--- src/source/lane_isa_pkg.sv ---
`default_nettype none

package lane_isa_pkg;

    localparam int WORD_W     = 32;   // Datapath width
    localparam int REG_ADDR_W = 5;    // 32 registers per thread
    localparam int THREAD_W   = 4;    // Up to 16 threads
    localparam int NUM_REGS   = 2 ** REG_ADDR_W;

    typedef logic [WORD_W-1:0]     word_t;
    typedef logic [REG_ADDR_W-1:0] reg_addr_t;
    typedef logic [THREAD_W-1:0]   thread_id_t;

    // Integer ops in the low half, float ops above
    // is_float still picks the unit, the split just keeps codes unique
    typedef enum logic [3:0] {
        OP_ADD  = 4'h0,
        OP_SUB  = 4'h1,
        OP_AND  = 4'h2,
        OP_OR   = 4'h3,
        OP_XOR  = 4'h4,
        OP_SLL  = 4'h5,
        OP_SRL  = 4'h6,
        OP_SLT  = 4'h7,   // Signed compare, 1 or 0
        OP_FMIN = 4'h8,
        OP_FMAX = 4'h9,
        OP_FNEG = 4'ha,   // b ignored
        OP_FABS = 4'hb,   // b ignored
        OP_FEQ  = 4'hc,   // Exact bit compare
        OP_FLT  = 4'hd    // Sign-magnitude order, -0 below +0
    } op_t;

    // Decoded instruction as pushed by the host
    typedef struct packed {
        thread_id_t thread;
        op_t        op;
        logic       is_float;
        logic       use_imm;   // Second operand from imm instead of rs2
        word_t      imm;
        reg_addr_t  rs1;
        reg_addr_t  rs2;
        reg_addr_t  rd;
        logic       we;        // Result goes to rd
    } instr_t;

endpackage

`default_nettype wire

--- src/source/lane_ifaces.sv ---
`default_nettype none

// Queue head towards the lane
interface issue_if
    import lane_isa_pkg::*;
();
    instr_t head;    // Valid whenever empty is low
    logic   empty;
    logic   pop;     // Head retired on this edge
    logic   stall;   // ID stage holding the head

    modport queue (output head, output empty, input pop, input stall);
    modport lane  (input head, input empty, output pop, output stall);
endinterface


`default_nettype wire

--- src/source/instr_queue.sv ---
`default_nettype none

module instr_queue #(
    parameter type T           = logic [31:0],
    parameter int  QUEUE_DEPTH = 4
) (
    input  logic    clk,
    input  logic    rst_n,
    input  logic    push_i,
    input  T        data_i,
    output logic    full_o,
    issue_if.queue  issue
);

    localparam int PTR_W = (QUEUE_DEPTH > 1) ? $clog2(QUEUE_DEPTH) : 1;
    localparam int CNT_W = $clog2(QUEUE_DEPTH + 1);

    T                 entries [QUEUE_DEPTH];   // Payload storage, no reset
    logic [PTR_W-1:0] rd_ptr;
    logic [PTR_W-1:0] wr_ptr;
    logic [CNT_W-1:0] count;
    logic             do_push;
    logic             do_pop;

    assign full_o      = (count == CNT_W'(QUEUE_DEPTH));
    assign issue.empty = (count == '0);
    assign issue.head  = entries[rd_ptr];

    assign do_push = push_i && !full_o;   // Dropped when full
    // Pop only counts when the lane is not holding its ID stage
    assign do_pop  = issue.pop && !issue.empty && !issue.stall;

    always_ff @(posedge clk) begin
        if (do_push) begin
            entries[wr_ptr] <= data_i;
        end
    end

    always_ff @(posedge clk or negedge rst_n) begin
        if (!rst_n) begin
            rd_ptr <= '0;
            wr_ptr <= '0;
            count  <= '0;
        end else begin
            if (do_push) begin
                wr_ptr <= (wr_ptr == PTR_W'(QUEUE_DEPTH - 1)) ? '0 : wr_ptr + 1'b1;
            end
            if (do_pop) begin
                rd_ptr <= (rd_ptr == PTR_W'(QUEUE_DEPTH - 1)) ? '0 : rd_ptr + 1'b1;
            end
            if (do_push && !do_pop) begin
                count <= count + 1'b1;
            end else if (do_pop && !do_push) begin
                count <= count - 1'b1;
            end
        end
    end

endmodule

`default_nettype wire

--- src/flat_wrapper.sv ---
// flat-port wrapper written by rule: the top's interface ports become plain ports
module instr_queue_flat 
#(
    parameter type T           = logic [31:0],
    parameter int  QUEUE_DEPTH = 4
)
  (clk, rst_n, push_i, data_i, full_o, issue_head, issue_empty, issue_pop, issue_stall);
  issue_if issue_i ();
  input  logic clk;
  input  logic rst_n;
  input  logic push_i;
  input  T data_i;
  output logic full_o;
  output wire logic [$bits(issue_i.head)-1:0] issue_head;
  output wire logic [$bits(issue_i.empty)-1:0] issue_empty;
  input wire logic [$bits(issue_i.pop)-1:0] issue_pop;
  input wire logic [$bits(issue_i.stall)-1:0] issue_stall;
  assign issue_head = issue_i.head;
  assign issue_empty = issue_i.empty;
  assign issue_i.pop = issue_pop;
  assign issue_i.stall = issue_stall;
  instr_queue #(.T(T), .QUEUE_DEPTH(QUEUE_DEPTH)) u_core (.clk(clk), .rst_n(rst_n), .push_i(push_i), .data_i(data_i), .full_o(full_o), .issue(issue_i));
endmodule
--- config.mk ---
export PLATFORM = sky130hd
export DESIGN_NAME = instr_queue_flat
export DESIGN_NICKNAME = d
export VERILOG_FILES = /design/src/source/lane_isa_pkg.sv /design/src/source/lane_ifaces.sv /design/src/source/instr_queue.sv /design/src/flat_wrapper.sv
export SDC_FILE = /design/constraint.sdc
export NUM_CORES = 1
export LEC_CHECK = 0
export ABC_AREA = 1
export BUFFER_PORTS_ARGS = -buffer_cell sky130_fd_sc_hd__clkbuf_2
export CORE_MARGIN = 5
export CORE_UTILIZATION = 50
export DETAILED_ROUTE_END_ITERATION = 10
export PLACE_DENSITY_LB_ADDON = 0.05
export SLEW_MARGIN = 20
export SYNTH_ARGS = -nofsm -noshare
export SYNTH_HDL_FRONTEND = slang
export SYNTH_SLANG_ARGS = --single-unit
--- constraint.sdc ---
create_clock -name clk -period 2.39 [get_ports clk]
set_input_delay 0.1195 -clock clk [delete_from_list [all_inputs] [get_ports clk]]
set_output_delay 0.1195 -clock clk [all_outputs]
set_load 0.01 [all_outputs]
# [After elaboration in Yosys (flattened, before gate mapping)]
# Memories as Yosys holds them, arrays and structs flattened.
# Cells that the tools add are included.
[classes] eq_ne=3 n_reduce_logical=12 n_addsub=4 n_mux=6
[op_table] op="3-bit two-way mux" count=2
[op_table] op="1-bit logical AND" count=5
[op_table] op="1-bit logical NOT" count=5
[op_table] op="2-bit by 1-bit adder with 2-bit output (second input constant)" count=2
[op_table] op="2-bit == test (second input constant)" count=2
[op_table] op="2-bit two-way mux" count=2
[op_table] op="3-bit by 1-bit adder with 3-bit output (second input constant)" count=1
[op_table] op="3-bit == test (second input constant)" count=1
[op_table] op="3-bit logical NOT" count=1
[op_table] op="3-bit by 1-bit subtractor with 3-bit output (second input constant)" count=1
[op_table] op="1-bit two-way mux" count=2
[op_table] op="2-bit nonzero test" count=1
[word_totals] ram_bits=128 wordCells=29 output_inout_bits=60 regBits=7 n_memories=1
[mem_list] memory="u_core.entries" words=4 word_bits=32 rd=1 rd_ports_with_merged_regs=0 write_ports=1 line_no="instr_queue.sv:18" text="T entries [QUEUE_DEPTH];"

# [Logic depth before layout (Yosys ltp)]
[depth] depth_word=7 depth_mapped=12 depth_no_buf=12

# [Worst setup path before layout]
# Ideal clock, no wire load.
[synth_timing] path_kind="reg2reg" startpoint="register u_core.count[0]" endpoint="memory u_core.entries[0][0] in the netlist's numbering, enable pin" n_path_buf=0 slack_ns=-0.160 setup_ns=0.421 period_less_slack_ns=2.550 stages_incl_launch_ff=5 t_required_ns=1.969 arrival_time_ns=2.129 path_cell_list="dfrtp_1 inv_2 nand3_1 nand2_1 nor2_1"
[synth_between] elab_chain_len=5
[synth_rtl] element="from (decl)" line_no="instr_queue.sv:21" text="logic [CNT_W-1:0] count;"
[synth_rtl] element="from (signal assigned)" line_no="instr_queue.sv:52" text="count <= count + 1'b1;"
[synth_rtl] element="from (signal assigned)" line_no="instr_queue.sv:54" text="count <= count - 1'b1;"
[synth_rtl] element="3-bit == test" line_no="instr_queue.sv:25" text="assign full_o = (count == CNT_W'(QUEUE_DEPTH));"
[synth_rtl] element="1-bit logical NOT" line_no="instr_queue.sv:29" text="assign do_push = push_i && !full_o;"
[synth_rtl] element="1-bit logical AND" line_no="instr_queue.sv:29"
[synth_rtl] element="1-bit two-way mux" line_no="instr_queue.sv:34" text="if (do_push) begin"
[synth_rtl] element="1-bit two-way mux (implied by the code)" line_no="instr_queue.sv:35" text="entries[wr_ptr] <= data_i;"
[synth_rtl] element="to (decl)" line_no="instr_queue.sv:18"
# No other way between the ends.

# [Final worst setup path]
[layout_timing] startpoint="register u_core.rd_ptr[0]" endpoint="output port issue_head[22]"
[layout_between] elab_chain_len=1
[layout_rtl] element="from (decl)" line_no="instr_queue.sv:19" text="logic [PTR_W-1:0] rd_ptr;"
[layout_rtl] element="from (signal assigned)" line_no="instr_queue.sv:49" text="rd_ptr <= (rd_ptr == PTR_W'(QUEUE_DEPTH - 1)) ? '0 : rd_ptr + 1'b1;"
[layout_rtl] element="memory 4 x 32 bit"
[layout_rtl] element="to (decl)" line_no="flat_wrapper.sv:14" text="output wire logic [$bits(issue_i.head)-1:0] issue_head;"
# No other way between the ends.

==> run_results.csv <==
group,metric,value,unit
synth,async_reset_ff_share,5.19,%
placed_design,gp_congestion,0.757,
final_layout,nFillCells,904,
sta,layout_min_cycle_time,2.05,ns
floorplan,die_h,117,um
critical_path,timing_worst_setup_path_type,"flop to output pin",
clock_network,clock-sinks,135,
floorplan,num_rows,39,
grt,grt_pass1_wl,17.6,mm
worst_hold_path,hold_path_class,"primary input to flop",
power_and_ir_drop,peakVddDrop,0.807,mV
synth,yosys.area.top_type,"edfxtp_1",
power_and_ir_drop,p_seq_share,40.1,%
grt,antenna_found_initial,0,
grt,grt_pass1_vias,3544,
clock_network,postCtsResizedCells,0,
floorplan,io-pin-count,97,
clock_network,cts_max_path_buffers,2,
route,routed_via_density,4.81,
sta,hold_violations,0,
final_layout,syn_to_final_growth,23.3,%
power_and_ir_drop,p_int,0.00561,W
route,drc,0,
sta,rsz0062_at_grt,"no",
clock_network,cts-htree-levels,4,
run,cap_violations,0,
floorplan,die_area,13700,um^2
synth,synth_warnings,0,
final_layout,final_nets,622,
power_and_ir_drop,p_leak,2.97,nW
clock_network,cts_setup_buffers,0,
synth,synth-edff-count,128,
placed_design,dp_hpwl,6.54,mm
final_layout,fin_cells,734,
final_layout,drive_above_1_share,20.3,%
critical_path,crit_path_end_kind,"output pin",
synth,yosysUniqueCellTypes,17,
clock_network,cts_tree,"yes",
synth,synthCells,463,
sta,slew_headroom,52.5,%
route,drt-initial-drc-count,156,
floorplan,core,11400,um^2
route,routed_wl,10.7,mm
sta,fmax,488,MHz
clock_network,cts_root_buffer,"clkbuf_16",
clock_network,clkLatencyLatePin,0.41,ns
sta,setup-violations-final,0,
final_layout,final_cell_mix,"edfxtp_1 (128), nand2_1 (111), inv_1 (76)",
route,drt-wirelength-per-cell,14.6,um
synth,synth_top_cell_area_share,66.8,%
synth,synth_area_leaders,"edfxtp_1 (67%), o211ai_1 (8.4%), nand2_1 (7.2%)",
power_and_ir_drop,p_comb_share,31.0,%
synth,synth.avg_cell_area,12.4,um^2
power_and_ir_drop,clockPowerShare,28.9,%
power_and_ir_drop,p_per_area,1180,nW/um^2
power_and_ir_drop,swShare,33.2,%
synth,ys_seq_area_share,69.9,%
final_layout,fin_util,62.4,%
final_layout,regArea,4020,um^2
final_layout,layout_commonest_cell,"edfxtp_1",
clock_network,clkTransAtPathRegs,0.06,ns
placed_design,io_buffers,70,
route,detail_route.first_pass.iterations,5,
final_layout,diodes,0,
synth,ys.flop_type,"edfxtp_1",
critical_path,required,2.27,ns
final_layout,multi_input_area,1200,um^2
sta,maxSlewViolCount,0,
grt,grt_usage,17.2,%
route,vias,3531,
placed_design,dp.cells,667,
critical_path,critPathArrivalTime,1.93,ns
sta,skew,0.00751,ns
route,drtAntennaViolNets,0,
grt,grt_overflow_total,0,
sta,tightestPinTransition,0.712,ns
grt,grt_max_degree,49,
clock_network,cts_hold_buffers,35,
power_and_ir_drop,power.switching,0.00279,W
sta,period_share,85.7,%
run_status,status,"finished clean",
synth,ys_ff_latch,135,
critical_path,start_kind,"flop",
critical_path,worstPathMaxFanout,48,
floorplan,start_util,50.6,%
synth,synth_area,5750,um^2
clock_network,numCtsBuffers,17,
floorplan,die-width,117,um
-- sequential cells by signal, summed over array words and instances, names as in the netlist --
name and count:
u_core.count 3, u_core.wr_ptr 2, u_core.entries 128, u_core.rd_ptr 2
-- critical path, stage by stage, from the launching register on --
cell      delay, ns
dfrtp_4        0.75
buf_4          0.35
nand2_1        0.08
o211ai_1       0.08
nand2_1        0.09
clkbuf_2       0.14
-- through the flow --
step	hold slack [ns]	setup slack [ns]	setup TNS, ns	instance area (um^2)	power, W
detailed placement	-0.0271	0.481	0	6190	0.00605
finish	0.0418	0.341	0	7090	0.00840
global placement	-0.0315	0.530	0	6190	0.00599
global route	0.0600	0.164	0	7090	0.00897
floorplan	-0.176	-0.160	-20.51	5840	0.00515
CTS	0.0185	0.308	0	7090	0.00853
-- power by group through the flow --
stage | combinational, W | sequential [W] | clock, W
after floorplan | 0.00186 | 0.00329 | 0
after global placement | 0.00259 | 0.00340 | 0
after detailed placement | 0.00263 | 0.00342 | 0
after CTS | 0.00268 | 0.00337 | 0.00247
after global routing | 0.00296 | 0.00343 | 0.00258
final | 0.00261 | 0.00337 | 0.00242
-- routing by layer --
layer	GRT usage, %	wire (um)
met5	0	0
met4	7.11	162
met3	4.27	715
met2	27.0	4990
met1	22.9	4880
-- worst paths after layout --
path                       slack (ns)  depth (start not counted)               end              from
setup reg to reg                 0.47                         12   u_core.count[2]   u_core.count[0]
min in group asynchronous        0.08                          2   u_core.count[0]             rst_n
hold reg to reg                  0.51                          2   u_core.count[2]   u_core.count[2]
setup / recovery                 0.34                          5    issue_head[22]  u_core.rd_ptr[0]
max in group asynchronous        2.12                          2  u_core.rd_ptr[0]             rst_n
hold / removal                   0.04                          5  u_core.rd_ptr[1]         issue_pop
-- kinds of logic (layout without fill, tap and decap cells) --
| family | count (synthesis) | after routing | synth area share, % |
|---|---|---|---|
| other | 1 | 26 | 0.0652 |
| xor gates and xnor gates | 1 | 1 | 0.152 |
| and+or+nand+nor | 126 | 126 | 8.42 |
| buffers and inverters | 128 | 231 | 11.4 |
| AOI/OAI and AO/OA | 65 | 65 | 8.44 |
| DFF | 135 | 135 | 69.9 |
| adders and majority gates | 7 | 7 | 1.65 |
-- synthesized netlist by cell type, types with 5 or more instances --
cell type	number
nor2_1	7
edfxtp_1	128
inv_1	76
o211ai_1	64
inv_2	5
ha_1	6
buf_2	10
nand3_1	7
buf_6	6
buf_4	31
dfrtp_1	7
nand2_1	111
-- layout make-up --
type	instances	area share, %
inverter	81	4.29
clock inverter	10	1.48
tap	143	2.52
clock buffer	22	6.26
timing repair buffer	118	11.8
sequential	135	56.7
multi-input combinational	225	16.9
Power figures use the tool's default switching activity.
